## config.mk

```make
export PLATFORM = sky130hd
export DESIGN_NAME = pitaya_analog_top
export DESIGN_NICKNAME = d
export VERILOG_FILES = /design/src/analog_pkg.sv /design/src/sys_bus_pkg.sv /design/src/adc_capture.sv /design/src/dac_drive.sv /design/src/hk_regs.sv /design/src/pitaya_analog_top.sv /design/src/sys_bus_decoder.sv
export SDC_FILE = /design/constraint.sdc
export NUM_CORES = 1
export LEC_CHECK = 0
export ABC_AREA = 1
export BUFFER_PORTS_ARGS = -buffer_cell sky130_fd_sc_hd__buf_2
export CAP_MARGIN = 0
export CORE_MARGIN = 2
export CORE_UTILIZATION = 52
export CTS_CLUSTER_SIZE = 8
export DETAILED_ROUTE_END_ITERATION = 8
export PLACE_DENSITY = 0.86
export RECOVER_POWER = 100
export SLEW_MARGIN = 40
export SYNTH_ARGS = -nofsm -noshare
export SYNTH_HDL_FRONTEND = slang
export SYNTH_SLANG_ARGS = --single-unit
```

## constraint.sdc

```tcl
create_clock -name adc_clk -period 1.7 [get_ports adc_clk]
set_input_delay 0.085 -clock adc_clk [delete_from_list [all_inputs] [get_ports adc_clk]]
set_output_delay 0.085 -clock adc_clk [all_outputs]
set_load 0.01 [all_outputs]
```

## src/analog_pkg.sv

```systemverilog
// analog sample package
// widths, pin codes and sample types for the two ADC/DAC channels,
// plus the negative-slope code conversion used at both ends
package analog_pkg;

  localparam int SAMPLE_W = 14;  // ADC and DAC resolution

  typedef logic        [SAMPLE_W-1:0] raw_t;     // unsigned neg-slope pin code
  typedef logic signed [SAMPLE_W-1:0] sample_t;  // two's complement sample

  // both channels side by side
  typedef struct packed {
    sample_t a;  // channel a, upper half
    sample_t b;  // channel b
  } chan_pair_t;

  // pin code of a zero sample
  localparam raw_t RAW_ZERO = {1'b0, {(SAMPLE_W-1){1'b1}}};

  //////////////////////////////////////////////////////////////
  // conversion, keep msb and flip the lower bits
  //////////////////////////////////////////////////////////////

  function automatic sample_t raw_to_sample(input raw_t raw);
    return sample_t'({raw[SAMPLE_W-1], ~raw[SAMPLE_W-2:0]});
  endfunction

  function automatic raw_t sample_to_raw(input sample_t smp);
    return raw_t'({smp[SAMPLE_W-1], ~smp[SAMPLE_W-2:0]});  // same rule backwards
  endfunction

endpackage

```

## src/sys_bus_pkg.sv

```systemverilog
// system bus package
// request and response words, region split, housekeeping register map
// and the configuration that housekeeping hands to the datapath
package sys_bus_pkg;

  localparam int ADDR_W     = 32;
  localparam int DATA_W     = 32;
  localparam int N_REGIONS  = 8;
  localparam int REGION_LSB = 20;                  // region in addr[22:20]
  localparam int REGION_W   = $clog2(N_REGIONS);

  // master to slave, strobes are single cycle
  typedef struct packed {
    logic [ADDR_W-1:0] addr;
    logic [DATA_W-1:0] wdata;   // always full word
    logic              wen;     // write strobe
    logic              ren;     // read strobe
  } sys_req_t;

  // slave to master
  typedef struct packed {
    logic [DATA_W-1:0] rdata;   // valid with ack
    logic              ack;
    logic              err;     // undefined offset
  } sys_rsp_t;

  //////////////////////////////////////////////////////////////
  // housekeeping map
  //////////////////////////////////////////////////////////////

  localparam int HK_REGION = 0;

  typedef logic [REGION_LSB-1:0] offs_t;  // offset inside a region

  localparam offs_t REG_ID   = 'h00;  // ro
  localparam offs_t REG_CTRL = 'h04;  // loop and source selects
  localparam offs_t REG_LED  = 'h08;
  localparam offs_t REG_DC_A = 'h0C;
  localparam offs_t REG_DC_B = 'h10;
  localparam offs_t REG_ADC  = 'h14;  // ro, live samples

  localparam logic [DATA_W-1:0] HK_ID = 32'hA7C0_0E14;

  // control bits and dc levels towards capture and dac drive
  typedef struct packed {
    logic                   digital_loop;  // dac values back into adc path
    logic                   src_dc_a;      // dac a from dc level
    logic                   src_dc_b;      // dac b from dc level
    analog_pkg::chan_pair_t dc_level;
  } hk_cfg_t;

endpackage

```

## src/adc_capture.sv

```systemverilog
`timescale 1ns/10ps
// ADC capture
// registers both raw channels, turns the neg-slope code into signed
// samples and optionally swaps in the DAC values for digital loopback
module adc_capture (
  input  logic                   adc_clk,
  input  logic                   rst_n_i,
  input  analog_pkg::raw_t       adc_dat_a_i,
  input  analog_pkg::raw_t       adc_dat_b_i,
  input  logic                   digital_loop_i,
  input  analog_pkg::chan_pair_t dac_i,
  output analog_pkg::chan_pair_t samples_o
);

  analog_pkg::raw_t       raw_a_q;    // pin registers
  analog_pkg::raw_t       raw_b_q;
  analog_pkg::chan_pair_t adc_smp;    // converted pins
  analog_pkg::chan_pair_t smp_d;      // after loop mux
  analog_pkg::chan_pair_t samples_q;

  //////////////////////////////////////////////////////////////
  // raw input registers, edge N
  //////////////////////////////////////////////////////////////

  always_ff @(posedge adc_clk)
  begin
    if (!rst_n_i)
    begin
      raw_a_q <= analog_pkg::RAW_ZERO;  // reads back as 0
      raw_b_q <= analog_pkg::RAW_ZERO;
    end
    else
    begin
      raw_a_q <= adc_dat_a_i;
      raw_b_q <= adc_dat_b_i;
    end
  end

  // neg-slope to two's complement
  assign adc_smp.a = analog_pkg::raw_to_sample(raw_a_q);
  assign adc_smp.b = analog_pkg::raw_to_sample(raw_b_q);

  assign smp_d = digital_loop_i ? dac_i : adc_smp;  // loopback replaces both

  //////////////////////////////////////////////////////////////
  // sample register, edge N+1
  //////////////////////////////////////////////////////////////

  always_ff @(posedge adc_clk)
  begin
    if (!rst_n_i)
    begin
      samples_q <= '0;
    end
    else
    begin
      samples_q <= smp_d;
    end
  end

  assign samples_o = samples_q;

endmodule

```

## src/dac_drive.sv

```systemverilog
`timescale 1ns/10ps
// DAC drive
// per channel source select (adc sample or dc level), signed DAC
// register, then neg-slope formatting into the pin registers
module dac_drive (
  input  logic                   adc_clk,
  input  logic                   rst_n_i,
  input  analog_pkg::chan_pair_t samples_i,
  input  sys_bus_pkg::hk_cfg_t   cfg_i,
  output analog_pkg::chan_pair_t dac_o,
  output analog_pkg::raw_t       dac_dat_a_o,
  output analog_pkg::raw_t       dac_dat_b_o
);

  analog_pkg::chan_pair_t dac_d;    // selected source
  analog_pkg::chan_pair_t dac_q;    // signed, edge N+2
  analog_pkg::raw_t       pin_a_q;  // formatted, edge N+3
  analog_pkg::raw_t       pin_b_q;

  // stands in for the dsp block
  assign dac_d.a = cfg_i.src_dc_a ? cfg_i.dc_level.a : samples_i.a;
  assign dac_d.b = cfg_i.src_dc_b ? cfg_i.dc_level.b : samples_i.b;

  //////////////////////////////////////////////////////////////
  // signed dac register and pin registers
  //////////////////////////////////////////////////////////////

  always_ff @(posedge adc_clk)
  begin
    if (!rst_n_i)
    begin
      dac_q   <= '0;
      pin_a_q <= analog_pkg::RAW_ZERO;  // formatted zero, 14'h1FFF
      pin_b_q <= analog_pkg::RAW_ZERO;
    end
    else
    begin
      dac_q   <= dac_d;
      pin_a_q <= analog_pkg::sample_to_raw(dac_q.a);
      pin_b_q <= analog_pkg::sample_to_raw(dac_q.b);
    end
  end

  assign dac_o       = dac_q;  // also feeds loopback
  assign dac_dat_a_o = pin_a_q;
  assign dac_dat_b_o = pin_b_q;

  // pins stay defined through the whole capture and drive chain
  a_pins_known : assert property (
    @(posedge adc_clk) disable iff (!rst_n_i)
    !$isunknown({dac_dat_a_o, dac_dat_b_o})
  );

endmodule

```

## src/hk_regs.sv

```systemverilog
`timescale 1ns/10ps
// housekeeping register bank, region 0
// id, control bits, LEDs and dc levels, plus readback of the live samples
module hk_regs (
  input  logic                   adc_clk,
  input  logic                   rst_n_i,
  input  sys_bus_pkg::sys_req_t  req_i,
  output sys_bus_pkg::sys_rsp_t  rsp_o,
  input  analog_pkg::chan_pair_t samples_i,
  output sys_bus_pkg::hk_cfg_t   cfg_o,
  output logic [7:0]             led_o
);

  sys_bus_pkg::offs_t              offs;     // register offset
  sys_bus_pkg::hk_cfg_t            cfg_q;
  logic [7:0]                      led_q;
  logic [sys_bus_pkg::DATA_W-1:0]  rd_mux;
  logic [sys_bus_pkg::DATA_W-1:0]  rdata_q;
  logic [15:0]                     adc_a16;  // samples widened for REG_ADC
  logic [15:0]                     adc_b16;
  logic                            hit;      // defined offset
  logic                            ack_q;
  logic                            err_q;

  // signed level to a full bus word
  function automatic logic [sys_bus_pkg::DATA_W-1:0] sext32(input analog_pkg::sample_t s);
    return {{(sys_bus_pkg::DATA_W-analog_pkg::SAMPLE_W){s[analog_pkg::SAMPLE_W-1]}}, s};
  endfunction

  assign offs    = req_i.addr[sys_bus_pkg::REGION_LSB-1:0];
  assign adc_a16 = {{(16-analog_pkg::SAMPLE_W){samples_i.a[analog_pkg::SAMPLE_W-1]}},
                    samples_i.a};
  assign adc_b16 = {{(16-analog_pkg::SAMPLE_W){samples_i.b[analog_pkg::SAMPLE_W-1]}},
                    samples_i.b};

  //////////////////////////////////////////////////////////////
  // read decode
  //////////////////////////////////////////////////////////////

  always_comb
  begin
    hit    = 1'b1;
    rd_mux = '0;
    case (offs)
      sys_bus_pkg::REG_ID   : rd_mux = sys_bus_pkg::HK_ID;
      sys_bus_pkg::REG_CTRL : rd_mux[2:0] = {cfg_q.src_dc_b, cfg_q.src_dc_a, cfg_q.digital_loop};
      sys_bus_pkg::REG_LED  : rd_mux[7:0] = led_q;
      sys_bus_pkg::REG_DC_A : rd_mux = sext32(cfg_q.dc_level.a);
      sys_bus_pkg::REG_DC_B : rd_mux = sext32(cfg_q.dc_level.b);
      sys_bus_pkg::REG_ADC  : rd_mux = {adc_b16, adc_a16};  // b high, a low
      default               : hit = 1'b0;                   // err, data stays 0
    endcase
  end

  //////////////////////////////////////////////////////////////
  // write and handshake
  //////////////////////////////////////////////////////////////

  always_ff @(posedge adc_clk)
  begin
    if (!rst_n_i)
    begin
      cfg_q <= '0;  // no loop, adc source
      led_q <= '0;
      ack_q <= 1'b0;
      err_q <= 1'b0;
    end
    else
    begin
      ack_q <= req_i.wen | req_i.ren;           // one cycle after strobe
      err_q <= (req_i.wen | req_i.ren) & ~hit;
      if (req_i.wen)
      begin
        case (offs)
          sys_bus_pkg::REG_CTRL :
          begin
            cfg_q.digital_loop <= req_i.wdata[0];
            cfg_q.src_dc_a     <= req_i.wdata[1];
            cfg_q.src_dc_b     <= req_i.wdata[2];
          end
          sys_bus_pkg::REG_LED  : led_q <= req_i.wdata[7:0];
          sys_bus_pkg::REG_DC_A : cfg_q.dc_level.a <= req_i.wdata[analog_pkg::SAMPLE_W-1:0];
          sys_bus_pkg::REG_DC_B : cfg_q.dc_level.b <= req_i.wdata[analog_pkg::SAMPLE_W-1:0];
          default               : ;  // ro or undefined, ignored
        endcase
      end
    end
  end

  always_ff @(posedge adc_clk)
  begin
    rdata_q <= req_i.ren ? rd_mux : '0;  // lines up with ack
  end

  assign rsp_o.rdata = rdata_q;
  assign rsp_o.ack   = ack_q;
  assign rsp_o.err   = err_q;
  assign cfg_o       = cfg_q;
  assign led_o       = led_q;

  // master never issues read and write in one cycle
  a_no_rw_overlap : assert property (
    @(posedge adc_clk) disable iff (!rst_n_i)
    !(req_i.wen && req_i.ren)
  );

endmodule

```

## src/pitaya_analog_top.sv

```systemverilog
`timescale 1ns/10ps
// analog front end top
// bus decoder and housekeeping beside the ADC capture to DAC drive path
module pitaya_analog_top (
  input  logic                  adc_clk,
  input  logic                  rst_n_i,
  input  analog_pkg::raw_t      adc_dat_a_i,
  input  analog_pkg::raw_t      adc_dat_b_i,
  input  sys_bus_pkg::sys_req_t sys_req_i,
  output sys_bus_pkg::sys_rsp_t sys_rsp_o,
  output analog_pkg::raw_t      dac_dat_a_o,
  output analog_pkg::raw_t      dac_dat_b_o,
  output logic [7:0]            led_o
);

  sys_bus_pkg::sys_req_t  hk_req;   // region 0 request
  sys_bus_pkg::sys_rsp_t  hk_rsp;
  sys_bus_pkg::hk_cfg_t   hk_cfg;   // loop, selects, dc levels
  analog_pkg::chan_pair_t samples;  // capture out
  analog_pkg::chan_pair_t dac;      // signed dac values, loopback

  sys_bus_decoder i_dec (
    .adc_clk  (adc_clk),
    .rst_n_i  (rst_n_i),
    .req_i    (sys_req_i),
    .rsp_o    (sys_rsp_o),
    .hk_req_o (hk_req),
    .hk_rsp_i (hk_rsp)
  );

  hk_regs i_hk (
    .adc_clk   (adc_clk),
    .rst_n_i   (rst_n_i),
    .req_i     (hk_req),
    .rsp_o     (hk_rsp),
    .samples_i (samples),   // live readback
    .cfg_o     (hk_cfg),
    .led_o     (led_o)
  );

  adc_capture i_adc (
    .adc_clk        (adc_clk),
    .rst_n_i        (rst_n_i),
    .adc_dat_a_i    (adc_dat_a_i),
    .adc_dat_b_i    (adc_dat_b_i),
    .digital_loop_i (hk_cfg.digital_loop),
    .dac_i          (dac),
    .samples_o      (samples)
  );

  dac_drive i_dac (
    .adc_clk     (adc_clk),
    .rst_n_i     (rst_n_i),
    .samples_i   (samples),
    .cfg_i       (hk_cfg),
    .dac_o       (dac),
    .dac_dat_a_o (dac_dat_a_o),
    .dac_dat_b_o (dac_dat_b_o)
  );

endmodule

```

## src/sys_bus_decoder.sv

```systemverilog
`timescale 1ns/10ps
// system bus decoder
// splits the bus into eight regions by addr[22:20], gates the strobes
// to the selected region and returns that region's response
module sys_bus_decoder (
  input  logic                  adc_clk,
  input  logic                  rst_n_i,
  input  sys_bus_pkg::sys_req_t req_i,
  output sys_bus_pkg::sys_rsp_t rsp_o,
  output sys_bus_pkg::sys_req_t hk_req_o,
  input  sys_bus_pkg::sys_rsp_t hk_rsp_i
);

  logic [sys_bus_pkg::REGION_W-1:0]  region;  // selected region
  logic [sys_bus_pkg::N_REGIONS-1:0] cs;      // one-hot select
  logic [sys_bus_pkg::N_REGIONS-1:0] wen_r;
  logic [sys_bus_pkg::N_REGIONS-1:0] ren_r;
  sys_bus_pkg::sys_rsp_t             rsp_r [sys_bus_pkg::N_REGIONS];

  assign region = req_i.addr[sys_bus_pkg::REGION_LSB +: sys_bus_pkg::REGION_W];
  assign cs     = {{(sys_bus_pkg::N_REGIONS-1){1'b0}}, 1'b1} << region;

  assign wen_r = cs & {sys_bus_pkg::N_REGIONS{req_i.wen}};  // strobe only the hit
  assign ren_r = cs & {sys_bus_pkg::N_REGIONS{req_i.ren}};

  //////////////////////////////////////////////////////////////
  // region slaves
  //////////////////////////////////////////////////////////////

  for (genvar i = 0; i < sys_bus_pkg::N_REGIONS; i++)
  begin : g_region
    if (i == sys_bus_pkg::HK_REGION)
    begin : g_hk
      assign rsp_r[i] = hk_rsp_i;
    end
    else
    begin : g_unused
      // empty region, acks at once with zero data
      assign rsp_r[i].rdata = '0;
      assign rsp_r[i].ack   = wen_r[i] | ren_r[i];
      assign rsp_r[i].err   = 1'b0;
    end
  end

  always_comb
  begin
    hk_req_o     = req_i;  // addr and wdata go through
    hk_req_o.wen = wen_r[sys_bus_pkg::HK_REGION];
    hk_req_o.ren = ren_r[sys_bus_pkg::HK_REGION];
  end

  assign rsp_o = rsp_r[region];  // master holds addr until ack

  // no slave acks later than one cycle after its strobe
  a_ack_after_strobe : assert property (
    @(posedge adc_clk) disable iff (!rst_n_i)
    rsp_o.ack |-> (req_i.wen || req_i.ren || $past(req_i.wen || req_i.ren))
  );

endmodule

```

Word-level counts from Yosys, hierarchy flattened
Index checks and enable logic that the tools add are counted.
{"block": "totals", "ff_bits": 185, "latch_bits": 0, "ramBits": 0, "rom_bits": 0, "inputBits": 96, "output_inout_bits": 70, "wordCells": 57, "memories": 0}
{"block": "op_classes", "add_sub_neg": 0, "n_mul": 0, "div_mod_pow": 0, "order_cmp": 1, "n_eq_ne": 5, "shifts": 1, "muxes": 10, "bitwise": 17, "reduce_logical": 6}
{"operator": "34-bit binary-select mux with 3-bit select", "count": 1}
{"operator": "24-bit one-hot mux with 4 select lines", "count": 1}
{"operator": "34-bit two-way mux", "count": 2}
{"operator": "13-bit inverter", "count": 4}
{"operator": "20-bit by 4-bit == test with 1-bit output, second input constant", "count": 2}
{"operator": "20-bit by 5-bit == test with 1-bit output, second input constant", "count": 2}
{"operator": "14-bit two-way mux", "count": 2}
{"operator": "28-bit two-way mux", "count": 1}
{"operator": "5-bit one-hot mux with 5 select lines", "count": 1}
{"operator": "20-bit by 3-bit == test with 1-bit output, second input constant", "count": 1}
{"operator": "20-bit logical NOT", "count": 1}
{"operator": "3-bit one-hot mux with 6 select lines", "count": 1}
{"operator": "8-bit AND", "count": 2}
{"operator": "1-bit OR", "count": 8}
{"operator": "2-bit AND reduction", "count": 4}
{"operator": "1-bit by 3-bit << shifter with 8-bit output, first input constant", "count": 1}
{"operator": "6-bit OR reduction", "count": 1}
{"operator": "4-bit >= comparator, second input constant", "count": 1}
{"operator": "3-bit inverter with 4-bit output", "count": 1}
{"operator": "1-bit AND", "count": 1}
{"operator": "1-bit two-way mux", "count": 1}
{"operator": "1-bit inverter", "count": 1}

Longest topological paths before layout
Gate-level depths: netlist of the first run.
{"block": "logic_depth", "word_depth": 6, "depth_mapped": 10, "depth_no_buf": 9}

Hierarchy
From an unflattened synthesis of the first run, not the netlist that was laid out.
{"block": "unflattened", "hier_cells": 1066, "area_unflattened_um2": 7973.9}
{"mod": "hk_regs", "instances": 1, "cells_per_inst": 446, "area_per_inst_um2": 3444.6, "seq_area_each_um2": 1401.3}
{"mod": "dac_drive", "instances": 1, "cells_per_inst": 238, "area_per_inst_um2": 1868.0, "seq_area_each_um2": 1121.1}
{"mod": "adc_capture", "instances": 1, "cells_per_inst": 238, "area_per_inst_um2": 1836.8, "seq_area_each_um2": 1121.1}
{"mod": "sys_bus_decoder", "instances": 1, "cells_per_inst": 144, "area_per_inst_um2": 824.5, "seq_area_each_um2": 0.0}

Worst setup path before layout of the first run
Ideal clock, no wire load.
{"block": "synth_path", "path_type": "input-to-reg", "startpoint": "input sys_req_i[53] in the netlist's numbering", "endpoint": "register i_hk.cfg_q, in the netlist i_hk.cfg_o[3]", "setup_ps": 113, "t_arrival_ps": 1121, "required_ps": 1587, "setup_slack_ps": 466, "cell_stages": 9, "path_buffers": 1, "path_cell_list": "nor2_1 nand2_2 nor2_4 nand3_4 nor2_4 inv_2 buf_6 nor2_1 nor2_1"}
{"block": "synth_via", "elab_chain_len": 2}
{"item": "start, declared", "line_no": "pitaya_analog_top.sv:9", "source": "input sys_bus_pkg::sys_req_t sys_req_i,"}
{"item": "20-bit by 5-bit == test with 1-bit output", "line_no": "hk_regs.sv:74", "source": "case (offs)"}
{"item": "2-bit AND reduction (no source line)"}
{"item": "end, declared", "line_no": "hk_regs.sv:15", "source": "sys_bus_pkg::hk_cfg_t cfg_q;"}
Every way passes these cells.
A chain may end at the register's enable or synchronous reset.

Worst setup path in the final report of the first run
{"block": "layout_path", "startpoint": "input sys_req_i[53] in the netlist's numbering", "endpoint": "register i_hk.cfg_q, in the netlist i_hk.cfg_o[1]"}
The elaborated chain is that of the path after synthesis.

==> load_flow_metrics.sql, run 1 <==
INSERT INTO impl_metrics (metric_group, metric, value, unit) VALUES
('global_route', 'track_usage', '26.4', '%'),
('power', 'switching_power', '1.85', 'mW'),
('run_status', 'outcome', 'finished clean', ''),
('worst_setup_path', 'critical_path.endpoint', 'i_hk.cfg_o[1]', ''),
('placement', 'count_of_input_and_output_buffers', '138', ''),
('timing', 'worst_hold_slack', '0.0276', 'ns'),
('yosys', 'synth_enable_flop_cells', '0', ''),
('power', 'clock_power_share', '45.0', '%'),
('power', 'power.combinational.fraction', '4.5', '%'),
('routing', 'detail_route.vias_per_cell', '5.04', ''),
('yosys', 'postSynthNetCount', '914', ''),
('floorplanning', 'fp.dieArea', '13400', 'sq um'),
('job', 'max_cap_viol_count', '0', ''),
('timing', 'fmax', '0.707', 'GHz'),
('clock_tree', 'tritoncts_num_sinks', '182', ''),
('yosys', 'yosys_warnings', '0', ''),
('routing', 'detailedRoute.firstIterationViolations', '548', ''),
('final_layout', 'mostFrequentLayoutCells', 'nor2_1 (189), dfxtp_1 (182), o21ai_0 (94), nand2_1 (90), clkbuf_1 (73)', ''),
('routing', 'detailedRoute.firstPassIterationCount', '5', ''),
('worst_setup_path', 'reg2reg_setup_slack', '0.35', 'ns'),
('timing', 'layout_worst_path_cycle_share', '83.2', '%'),
('placement', 'gp_congestion', '0.914', ''),
('yosys', 'cell_type_contributing_the_most_total_cell_area_after_synthesis', 'dfxtp_1', ''),
('final_layout', 'area_delta_synth_final', '26.9', '%'),
('clock_tree', 'cts_max_level', '4', ''),
('power', 'seqPwrFrac', '50.5', '%'),
('placement', 'detailedPlacementHpwl', '11600', 'um'),
('final_layout', 'final_area', '8260', 'sq um'),
('yosys', 'synth_sequential_area_ratio', '55.9', '%'),
('clock_tree', 'cts.clk_slew.worst_paths', '0.06', 'ns'),
('power', 'switching_share', '21.3', '%'),
('routing', 'route.vias.total', '5915', ''),
('yosys', 'syn-mean-instance-area', '7.96', 'sq um'),
('timing', 'slew_of_the_pin_with_the_lowest_slew_margin', '0.694', 'ns'),
('timing', 'max-slew-margin-rel', '53.7', '%'),
('floorplanning', 'row_count', '40', ''),
('global_route', 'grt_util_met1', '35.0', '%'),
('worst_setup_path', 'reg2reg_to', 'i_adc.samples_o[14]', ''),
('final_layout', 'number_of_antenna_diodes', '0', ''),
('clock_tree', 'cts_root_buf', 'clkbuf_16', ''),
('global_route', 'globalRouteMet3Util', '6.17', '%'),
('global_route', 'grt_antenna_before_repair', '0', ''),
('floorplanning', 'design.portCount', '166', ''),
('yosys', 'most_frequently_used_flop_master_after_synthesis', 'dfxtp_1', ''),
('yosys', 'postSynthRegisterBits', '182', ''),
('worst_setup_path', 'maximum_fanout_along_the_worst_path', '14', ''),
('worst_setup_path', 'worstSetupStartpointType', 'primary input', ''),
('power', 'post-layout-total-power', '8.72', 'mW'),
('clock_tree', 'tritoncts_clock_tree', 'done', ''),
('timing', 'report.final.setup_viol', '0', ''),
('timing', 'timing.final.max_slew_violations', '0', ''),
('timing', 'period_minus_slack', '1.41', 'ns'),
('power', 'power.ir.vdd_worst', '0.840', 'mV'),
('global_route', 'first_global_vias', '5530', ''),
('floorplanning', 'core', '12100', 'sq um'),
('routing', 'totalWireLength', '17300', 'um'),
('final_layout', 'final_core_utilization', '68.2', '%'),
('hold_path', 'worst_hold_path_type', 'primary input to flip-flop', ''),
('clock_tree', 'post_cts.resized_instances', '0', ''),
('worst_setup_path', 'cp-startpoint', 'sys_req_i[53]', ''),
('global_route', 'gr-total-overflow', '0', ''),
('yosys', 'postSynth.asyncResetShare', '0', '%'),
('final_layout', 'post_route_cells_drive_above_1_share', '16.2', '%'),
('yosys', 'synthDominantCellAreaShare', '55.9', '%'),
('routing', 'post_drt_wl_per_cell', '14.7', 'um'),
('global_route', 'globalRoute.busiestLayer', 'met2', ''),
('yosys', 'netlist_top_cells_area', 'dfxtp_1 (56%), nor2_1 (11%), o21ai_0 (7.1%)', ''),
('yosys', 'unique_cell_type_count_in_the_yosys_netlist', '24', ''),
('yosys', 'syn-cell-area', '6510', 'sq um'),
('timing', 'hold_viol', '0', ''),
('final_layout', 'final_common_cell', 'nor2_1', '');
==> state kept, by name, summed over array words and instances (netlist names) <==
signal             count
i_hk.cfg_o            31
i_hk.rdata_q          29
i_adc.samples_o       28
i_dac.dac_o           28
i_adc.raw_a_q         14
i_adc.raw_b_q         14
i_dac.dac_dat_a_o     14
i_dac.dac_dat_b_o     14
i_hk.led_o             8
i_hk.ack_q             1
i_hk.err_q             1
==> timing repair <==
action,in CTS,in global routing
endpoints found under the setup margin,0,0
hold endpoints to repair,58,0
hold buffers,41,0
==> metrics by stage <==
stage,setup slack [ns],std cells
6_report,0.286,1174
5_1_grt,0.161,1174
4_1_cts,0.471,1174
3_5_place_dp,0.116,1103
3_3_place_gp,0.171,1103
2_1_floorplan,0.466,818
==> worst min path at each step <==
stage | startpoint | to | slack [ns] | cells after the start
final | sys_req_i[2] | i_hk.cfg_o[14] | 0.03 | 3
after floorplan | adc_dat_a_i[13] | i_adc.raw_a_q[13] | 0.18 | 2
after CTS | sys_req_i[2] | i_hk.cfg_o[14] | 0.01 | 3
after global routing | sys_req_i[2] | i_hk.cfg_o[14] | 0.01 | 3
after detailed placement | adc_dat_a_i[2] | i_adc.raw_a_q[2] | 0.27 | 2
after global placement | adc_dat_b_i[9] | i_adc.raw_b_q[9] | 0.27 | 2
==> layer usage <==
| layer | up-vias | share of wire [%] |
|---|---|---|
| li1 | 2945 | - |
| met1 | 2637 | 45 |
| met2 | 301 | 46 |
| met3 | 32 | 6.9 |
| met4 | 0 | 2.2 |
| met5 | - | 0 |
==> cells in the mapped netlist (6+ instances only) <==
library cell,number
a21oi_1,55
buf_4,6
clkbuf_1,31
dfxtp_1,182
inv_1,65
inv_2,9
nand2_1,89
nand3_1,13
nand4_1,14
nor2_1,186
o21ai_0,93
o21ai_1,22
or2_2,26
==> cells by family (layout without fill, tap and decap cells) <==
family / count (synthesis) / in the layout / share of synthesized area (%)
AND/OR/NAND/NOR: 346 / 346 / 23.3
buffers and inverters: 119 / 307 / 7.63
flip-flops: 182 / 182 / 55.9
AO/OA/AOI/OAI: 171 / 171 / 13.2
==> final cells by class <==
cell class,count,area [sq um]
Clock buffer,19,433
Clock inverter,11,151
Fill cell,1020,3850
Inverter,75,282
Multi-Input combinational cell,517,2340
Sequential cell,182,3640
Tap cell,168,210
Timing Repair Buffer,202,1200
==> power by group through the flow <==
| stage | logic, mW | clock network, mW | registers [mW] |
|---|---|---|---|
| global placement | 0.309 | 0 | 4.49 |
| CTS | 0.393 | 3.95 | 4.40 |
| finish | 0.395 | 3.92 | 4.40 |
| global route | 0.435 | 4.14 | 4.40 |
| detailed placement | 0.316 | 0 | 4.49 |
| floorplan | 0.158 | 0 | 4.48 |
==> critical path, cell delays in order <==
cell and delay, ns:
buf_2 0.09, nor2_1 0.09, nand2_1 0.21, nor2_4 0.29, nand3_4 0.19, nor2_1 0.24
inv_1 0.28, nor2_1 0.18, nor2_1 0.06
(Power assumes the default switching activity.)
==> run 2: changes to the inputs <==
==> constraint.sdc (replaced) <==
create_clock -name adc_clk -period 1.5 [get_ports adc_clk]
set_input_delay 0.075 -clock adc_clk [delete_from_list [all_inputs] [get_ports adc_clk]]
set_output_delay 0.075 -clock adc_clk [all_outputs]
set_load 0.01 [all_outputs]
==> run 2 against run 1 <==
Effect of this change: cell count grew 0.43%; worst setup slack lost 0.036 ns; sequential power grew 13%; core utilization grew 0.15 points; die area is the same; power grew 7.9%; count of clock-buffer cells in the layout grew 2; non-clock buffer count grew 4; largest power group unchanged; routed wire length shrank 3.2%.
==> load_flow_metrics.sql, run 2 (synthesized netlist as in run 1, its figures left out) <==
INSERT INTO impl_metrics (metric_group, metric, value, unit) VALUES
('worst_setup_path', 'maximum_fanout_along_the_worst_path', '18', ''),
('timing', 'setup-tns-final', '0', 'ns'),
('routing', 'detailedRoute.firstIterationViolations', '419', ''),
('floorplanning', 'row_count', '40', ''),
('global_route', 'grt_antenna_before_repair', '0', ''),
('routing', 'final_antenna_net_count', '0', ''),
('clock_tree', 'post_cts.resized_instances', '0', ''),
('routing', 'drcViolationCount', '0', ''),
('timing', 'finClkSkew', '0.0216', 'ns'),
('clock_tree', 'cts_max_path_bufs', '2', ''),
('final_layout', 'mostFrequentLayoutCells', 'nor2_1 (189), dfxtp_1 (182), o21ai_0 (102), nand2_1 (90), buf_2 (73)', ''),
('clock_tree', 'cts_max_level', '4', ''),
('placement', 'gp_congestion', '0.893', ''),
('timing', 'timing.final.max_slew_violations', '0', ''),
('placement', 'dpl_cell_area', '7440', 'sq um'),
('worst_setup_path', 'worstSetupStartpointType', 'flip-flop', ''),
('timing', 'slew_of_the_pin_with_the_lowest_slew_margin', '0.633', 'ns'),
('worst_setup_path', 'critical_path.endpoint_type', 'flip-flop', ''),
('final_layout', 'final_common_cell', 'nor2_1', ''),
('power', 'power.ir.vdd_worst', '0.799', 'mV'),
('floorplanning', 'die_width', '116', 'um'),
('hold_path', 'worst_hold_path_type', 'primary input to flip-flop', ''),
('floorplanning', 'dieHeight', '116', 'um'),
('floorplanning', 'fp.dieArea', '13400', 'sq um'),
('floorplanning', 'design.portCount', '166', ''),
('final_layout', 'finish.net_count', '1095', ''),
('timing', 'report.final.setup_viol', '0', ''),
('global_route', 'gr-total-overflow', '0', ''),
('final_layout', 'number_of_antenna_diodes', '0', ''),
('worst_setup_path', 'critPathRequiredTime', '1.79', 'ns'),
('final_layout', 'post_route_cells_drive_above_1_share', '17.1', '%'),
('clock_tree', 'clkLatencyLatePin', '0.43', 'ns'),
('clock_tree', 'ctsHoldBuffers', '42', ''),
('global_route', 'first_global_vias', '5449', ''),
('routing', 'post_drt_wl_per_cell', '14.2', 'um'),
('timing', 'fmax', '0.800', 'GHz'),
('power', 'p_leak', '3.47', 'nW'),
('power', 'powerDensity', '1140', 'nW/um^2'),
('timing', 'max-slew-margin-rel', '57.8', '%'),
('floorplanning', 'initial_core_util', '53.8', '%'),
('job', 'max_cap_viol_count', '0', ''),
('timing', 'layout_worst_path_cycle_share', '83.3', '%'),
('global_route', 'track_usage', '25.3', '%'),
('final_layout', 'area_delta_synth_final', '27.1', '%'),
('clock_tree', 'post_cts.repair.setup_buffers', '0', ''),
('routing', 'detailedRoute.firstPassIterationCount', '7', ''),
('placement', 'detailedPlacementHpwl', '11000', 'um'),
('clock_tree', 'tritoncts_num_sinks', '182', ''),
('final_layout', 'number_of_inserted_filler_cells_in_the_final_layout', '1005', ''),
('timing', 'period_minus_slack', '1.25', 'ns'),
('clock_tree', 'cts-buffers-inserted', '17', ''),
('worst_setup_path', 'timing_worst_setup_path_type', 'flip-flop to flip-flop', ''),
('clock_tree', 'tritoncts_clock_tree', 'done', ''),
('global_route', 'grt_first_pass_wirelength', '26400', 'um'),
('final_layout', 'largest_reg_flops', '31', ''),
('final_layout', 'final_area', '8280', 'sq um'),
('floorplanning', 'core', '12100', 'sq um'),
('routing', 'detail_route.vias_per_cell', '4.94', ''),
('global_route', 'grt_max_degree', '91', ''),
('timing', 'setup_repair_after_global_routing_missed_its_margin', 'no', ''),
('clock_tree', 'cts.clk_slew.worst_paths', '0.06', 'ns'),
('clock_tree', 'cts_root_buf', 'clkbuf_16', ''),
('routing', 'totalWireLength', '16700', 'um'),
('routing', 'route.vias.total', '5827', ''),
('worst_setup_path', 'arrival', '1.54', 'ns'),
('timing', 'hold_viol', '0', ''),
('placement', 'count_of_input_and_output_buffers', '138', ''),
('run_status', 'outcome', 'finished clean', '');
==> run 2: where the power goes <==
group          total, mW  switching [mW]  internal (mW)
registers           4.99          0.0498           4.94
logic              0.441           0.221          0.220
clock network       3.98            1.82           2.16
total               9.41            2.09           7.32
==> run 2: final timing paths <==
path                   start                   end  slack, ns  depth (start not counted)
max           i_hk.cfg_o[30]   i_adc.samples_o[15]       0.25                          4
min             sys_req_i[0]       i_hk.rdata_q[2]       0.06                          5
max reg2reg   i_hk.cfg_o[30]   i_adc.samples_o[15]       0.25                          4
min reg2reg  i_dac.dac_o[14]  i_dac.dac_dat_a_o[0]       0.38                          1
==> run 2: through the flow <==
step	worst slack [ns]	power, mW	hold WS [ns]	utilization [%]	cells
floorplan	0.276	5.26	0.173	-	818
global placement	0.0610	5.43	0.262	61.5	1106
detailed placement	0.0603	5.44	0.262	61.5	1106
CTS	0.274	9.42	0.0190	69.2	1179
global route	0.0771	9.70	0.0891	68.4	1179
finish	0.250	9.41	0.0560	68.4	1179
==> run 2: metal layers <==
layer / share of wire, % / GRT usage, % / wire (um) / up-vias
met5: 0 / 0 / 0 / -
met4: 2.8 / 11.0 / 468 / 0
met3: 6.9 / 6.17 / 1150 / 39
met2: 45 / 39.6 / 7600 / 256
met1: 45 / 33.7 / 7500 / 2589
li1: - / - / - / 2943
==> run 2: cell type report <==
class / instances / area, sq um / share of cell area, %
clock buffers: 21 / 450 / 5.44
clock inverters: 10 / 70.1 / 0.846
inverters: 75 / 282 / 3.40
multi-input cells: 517 / 2350 / 28.4
flip-flops and latches: 182 / 3640 / 44.0
well taps: 168 / 210 / 2.54
repair buffers: 206 / 1270 / 15.4
==> run 2: critical path, stage by stage (launching register included) <==
cell and delay, ns:
dfxtp_1 0.41, clkinv_1 0.12, clkbuf_2 0.27, o21ai_0 0.26, a21oi_1 0.06
==> run 3: changes to the inputs <==
--- a/config.mk
+++ b/config.mk
@@ -5,14 +5,14 @@
 export SDC_FILE = /design/constraint.sdc
 export NUM_CORES = 1
 export LEC_CHECK = 0
-export ABC_AREA = 1
+export ABC_AREA = 0
 export BUFFER_PORTS_ARGS = -buffer_cell sky130_fd_sc_hd__buf_2
 export CAP_MARGIN = 0
 export CORE_MARGIN = 2
-export CORE_UTILIZATION = 52
+export CORE_UTILIZATION = 53
 export CTS_CLUSTER_SIZE = 8
 export DETAILED_ROUTE_END_ITERATION = 8
-export PLACE_DENSITY = 0.86
+export PLACE_DENSITY = 0.88
 export RECOVER_POWER = 100
 export SLEW_MARGIN = 40
 export SYNTH_ARGS = -nofsm -noshare
==> constraint.sdc (replaced) <==
create_clock -name adc_clk -period 1.2 [get_ports adc_clk]
set_input_delay 0.06 -clock adc_clk [delete_from_list [all_inputs] [get_ports adc_clk]]
set_output_delay 0.06 -clock adc_clk [all_outputs]
set_load 0.01 [all_outputs]
==> run 3 against run 2 <==
Effect of this change: the run now ends with design-rule violations, negative setup slack left; clock power increased by 41%; non-clock buffer count increased by 45; global-route usage increased by 5.6 points; sequential share of layout area shrank 5.1 points.
==> load_flow_metrics.sql, run 3 <==
INSERT INTO impl_metrics (metric_group, metric, value, unit) VALUES
('final_layout', 'mostFrequentLayoutCells', 'dfxtp_1 (180), buf_2 (95), nand2_1 (94), nor2_1 (87), mux2i_1 (70)', ''),
('global_route', 'gr-total-overflow', '0', ''),
('global_route', 'grt_max_degree', '57', ''),
('timing', 'max-slew-margin-rel', '65.7', '%'),
('yosys', 'simple_gate_fraction_of_synth_area', '22.6', '%'),
('routing', 'detailedRoute.firstIterationViolations', '929', ''),
('yosys', 'cell_type_contributing_the_most_total_cell_area_after_synthesis', 'dfxtp_1', ''),
('clock_tree', 'tritoncts_clock_tree', 'done', ''),
('yosys', 'yosys.area_share.xor_xnor', '0.132', '%'),
('power', 'powerDensity', '1360', 'nW/um^2'),
('clock_tree', 'cts.clk_slew.worst_paths', '0.07', 'ns'),
('yosys', 'postSynthNetCount', '797', ''),
('timing', 'setup-tns-final', '-9.01', 'ns'),
('routing', 'totalWireLength', '23500', 'um'),
('hold_path', 'worst_hold_path_type', 'primary input to flip-flop', ''),
('global_route', 'grt_antenna_before_repair', '0', ''),
('routing', 'drcViolationCount', '22', ''),
('timing', 'finClkSkew', '0.00944', 'ns'),
('floorplanning', 'design.portCount', '166', ''),
('yosys', 'synthesized_area_fraction_occupied_by_adder_cells', '0', '%'),
('worst_setup_path', 'timing_worst_setup_path_type', 'primary input to flip-flop', ''),
('final_layout', 'largest_reg_flops', '31', ''),
('floorplanning', 'die_width', '116', 'um'),
('run_status', 'outcome', 'complete, but fails checks', ''),
('timing', 'report.final.setup_viol', '75', ''),
('yosys', 'postSynth.asyncResetShare', '0', '%'),
('worst_setup_path', 'critical_path.endpoint_type', 'flip-flop', ''),
('placement', 'detailedPlacementHpwl', '12200', 'um'),
('power', 'power.ir.vdd_worst', '1.21', 'mV'),
('timing', 'setup_repair_after_global_routing_missed_its_margin', 'yes', ''),
('power', 'post-layout-total-power', '12.7', 'mW'),
('global_route', 'track_usage', '30.9', '%'),
('hold_path', 'worst_hold_path.num_cells', '3', ''),
('yosys', 'yosys_warnings', '0', ''),
('worst_setup_path', 'arrival', '1.81', 'ns'),
('yosys', 'synth.area.mux_share', '11.8', '%'),
('global_route', 'first_global_vias', '6050', ''),
('hold_path', 'timing.hold.worst_endpoint', 'i_hk.ack_q', ''),
('worst_setup_path', 'critPathRequiredTime', '1.53', 'ns'),
('final_layout', 'final_common_cell', 'dfxtp_1', ''),
('job', 'max_cap_viol_count', '0', ''),
('placement', 'count_of_input_and_output_buffers', '138', ''),
('floorplanning', 'core', '12100', 'sq um'),
('yosys', 'yosys.cell_count.top_type', 'dfxtp_1', ''),
('final_layout', 'number_of_inserted_filler_cells_in_the_final_layout', '691', ''),
('yosys', 'unique_cell_type_count_in_the_yosys_netlist', '41', ''),
('routing', 'detailedRoute.firstPassIterationCount', '9', ''),
('final_layout', 'post_route_cells_drive_above_1_share', '28.3', '%'),
('yosys', 'most_frequently_used_flop_master_after_synthesis', 'dfxtp_1', ''),
('clock_tree', 'cts_root_buf', 'clkbuf_16', ''),
('final_layout', 'number_of_antenna_diodes', '0', ''),
('clock_tree', 'clkLatencyLatePin', '0.43', 'ns'),
('worst_setup_path', 'worstSetupStartpointType', 'primary input', ''),
('timing', 'slew_of_the_pin_with_the_lowest_slew_margin', '0.512', 'ns'),
('yosys', 'netlist_top_cells_area', 'dfxtp_1 (55%), mux2i_1 (11%), nand2_1 (5.3%)', ''),
('timing', 'period_minus_slack', '1.48', 'ns'),
('floorplanning', 'initial_core_util', '54.7', '%'),
('final_layout', 'final_area', '9380', 'sq um'),
('yosys', 'yosys-top-cells-count', 'dfxtp_1 (182), nand2_1 (94), nor2_1 (88)', ''),
('yosys', 'complex_gate_fraction_of_the_synthesized_area', '7.07', '%'),
('floorplanning', 'dieHeight', '116', 'um'),
('final_layout', 'finish.net_count', '1019', ''),
('floorplanning', 'fp.dieArea', '13400', 'sq um'),
('yosys', 'syn-mean-instance-area', '9.45', 'sq um'),
('timing', 'hold_viol', '0', ''),
('timing', 'fmax', '0.677', 'GHz'),
('routing', 'post_drt_wl_per_cell', '21.3', 'um'),
('clock_tree', 'cts_max_path_bufs', '2', ''),
('yosys', 'synth_enable_flop_cells', '0', ''),
('yosys', 'postSynthCellCount', '701', ''),
('timing', 'worst_hold_slack', '0.0248', 'ns'),
('worst_setup_path', 'reg2reg_from', 'i_hk.cfg_o[15]', ''),
('placement', 'dpl_cell_area', '7910', 'sq um'),
('power', 'p_leak', '3.70', 'nW'),
('worst_setup_path', 'worstRegToRegCells', '4', ''),
('routing', 'detail_route.vias_per_cell', '5.95', ''),
('yosys', 'postSynthRegisterBits', '182', ''),
('global_route', 'grt_first_pass_wirelength', '31200', 'um'),
('floorplanning', 'row_count', '40', ''),
('hold_path', 'min-delay-start', 'sys_req_i[1]', ''),
('clock_tree', 'tritoncts_num_sinks', '182', ''),
('placement', 'gp_congestion', '0.904', ''),
('clock_tree', 'cts_max_level', '4', ''),
('routing', 'final_antenna_net_count', '0', ''),
('final_layout', 'final_cell_count_without_fillers', '1104', ''),
('worst_setup_path', 'maximum_fanout_along_the_worst_path', '7', ''),
('run_status', 'violated_checks', 'design-rule violations, negative setup slack', ''),
('clock_tree', 'cts-buffers-inserted', '17', ''),
('final_layout', 'final_core_utilization', '77.4', '%'),
('placement', 'dpl_worst_slack', '-0.653', 'ns'),
('worst_setup_path', 'reg2reg_setup_slack', '-0.12', 'ns'),
('timing', 'timing.final.max_slew_violations', '0', ''),
('final_layout', 'area_delta_synth_final', '41.6', '%'),
('yosys', 'synth_sequential_area_ratio', '55.0', '%'),
('routing', 'route.vias.total', '6573', ''),
('placement', 'placedCellCount', '1016', ''),
('yosys', 'syn-cell-area', '6620', 'sq um'),
('timing', 'layout_worst_path_cycle_share', '123', '%'),
('timing', 'fin_ws', '-0.277', 'ns'),
('worst_setup_path', 'reg2reg_to', 'i_hk.rdata_q[1]', ''),
('yosys', 'synth_top_family_by_area', 'simple AND/OR/NAND/NOR gates', ''),
('yosys', 'synthDominantCellAreaShare', '55.0', '%');
-- run 3: worst max path at each step --
stage	start	to	cells past startpoint
after floorplan	sys_req_i[35]	i_hk.cfg_o[3]	7
after global placement	sys_req_i[42]	i_hk.rdata_q[29]	6
after detailed placement	sys_req_i[42]	i_hk.rdata_q[17]	7
after CTS	sys_req_i[35]	i_hk.cfg_o[10]	6
after global routing	sys_req_i[35]	i_hk.cfg_o[10]	7
final	sys_req_i[35]	i_hk.cfg_o[10]	7
-- run 3: power by group --
group	total, mW	switching, mW	internal [mW]
Clock	5.63	2.47	3.16
Combinational	0.862	0.464	0.398
Sequential	6.24	0.0688	6.17
Total	12.7	3.00	9.73
-- run 3: cell type report --
class                      count  area [sq um]  area share, %
sequential                   182          3650           38.9
multi-input combinational    469          3080           32.9
timing repair buffer         251          1840           19.6
clock inverter                12           141           1.51
inverter                       2          7.51         0.0801
tap                          168           210           2.24
clock buffer                  20           447           4.76
-- run 3: timing repair --
action	CTS	global route
endpoints found under the setup margin	101	74
gates resized for setup	26	54
setup buffers	4	9
pin swaps	16	19
endpoints found under the hold margin	53	0
cloned	1	3
hold buffers	40	0
-- run 3: critical path, stage by stage --
cell       delay [ns]
buf_6            0.09
or4_4            0.56
or2_4            0.28
nor4_4           0.20
buf_4            0.19
clkbuf_16        0.17
mux2i_1          0.27
-- run 3: layer usage --
layer,global-route usage [%],vias up,part of all wire [%]
met4,18.0,0,7.7
met1,35.5,2998,35
li1,-,2805,-
met3,8.63,177,12
met2,51.8,593,46
met5,0,-,0
-- run 3: logic make-up (layout without fill, tap and decap cells) --
logic type,after synthesis,after routing
simple gates,306,306
flops,182,182
xor+xnor,1,1
buf+inv,51,285
compound gates,84,85
mux,77,77
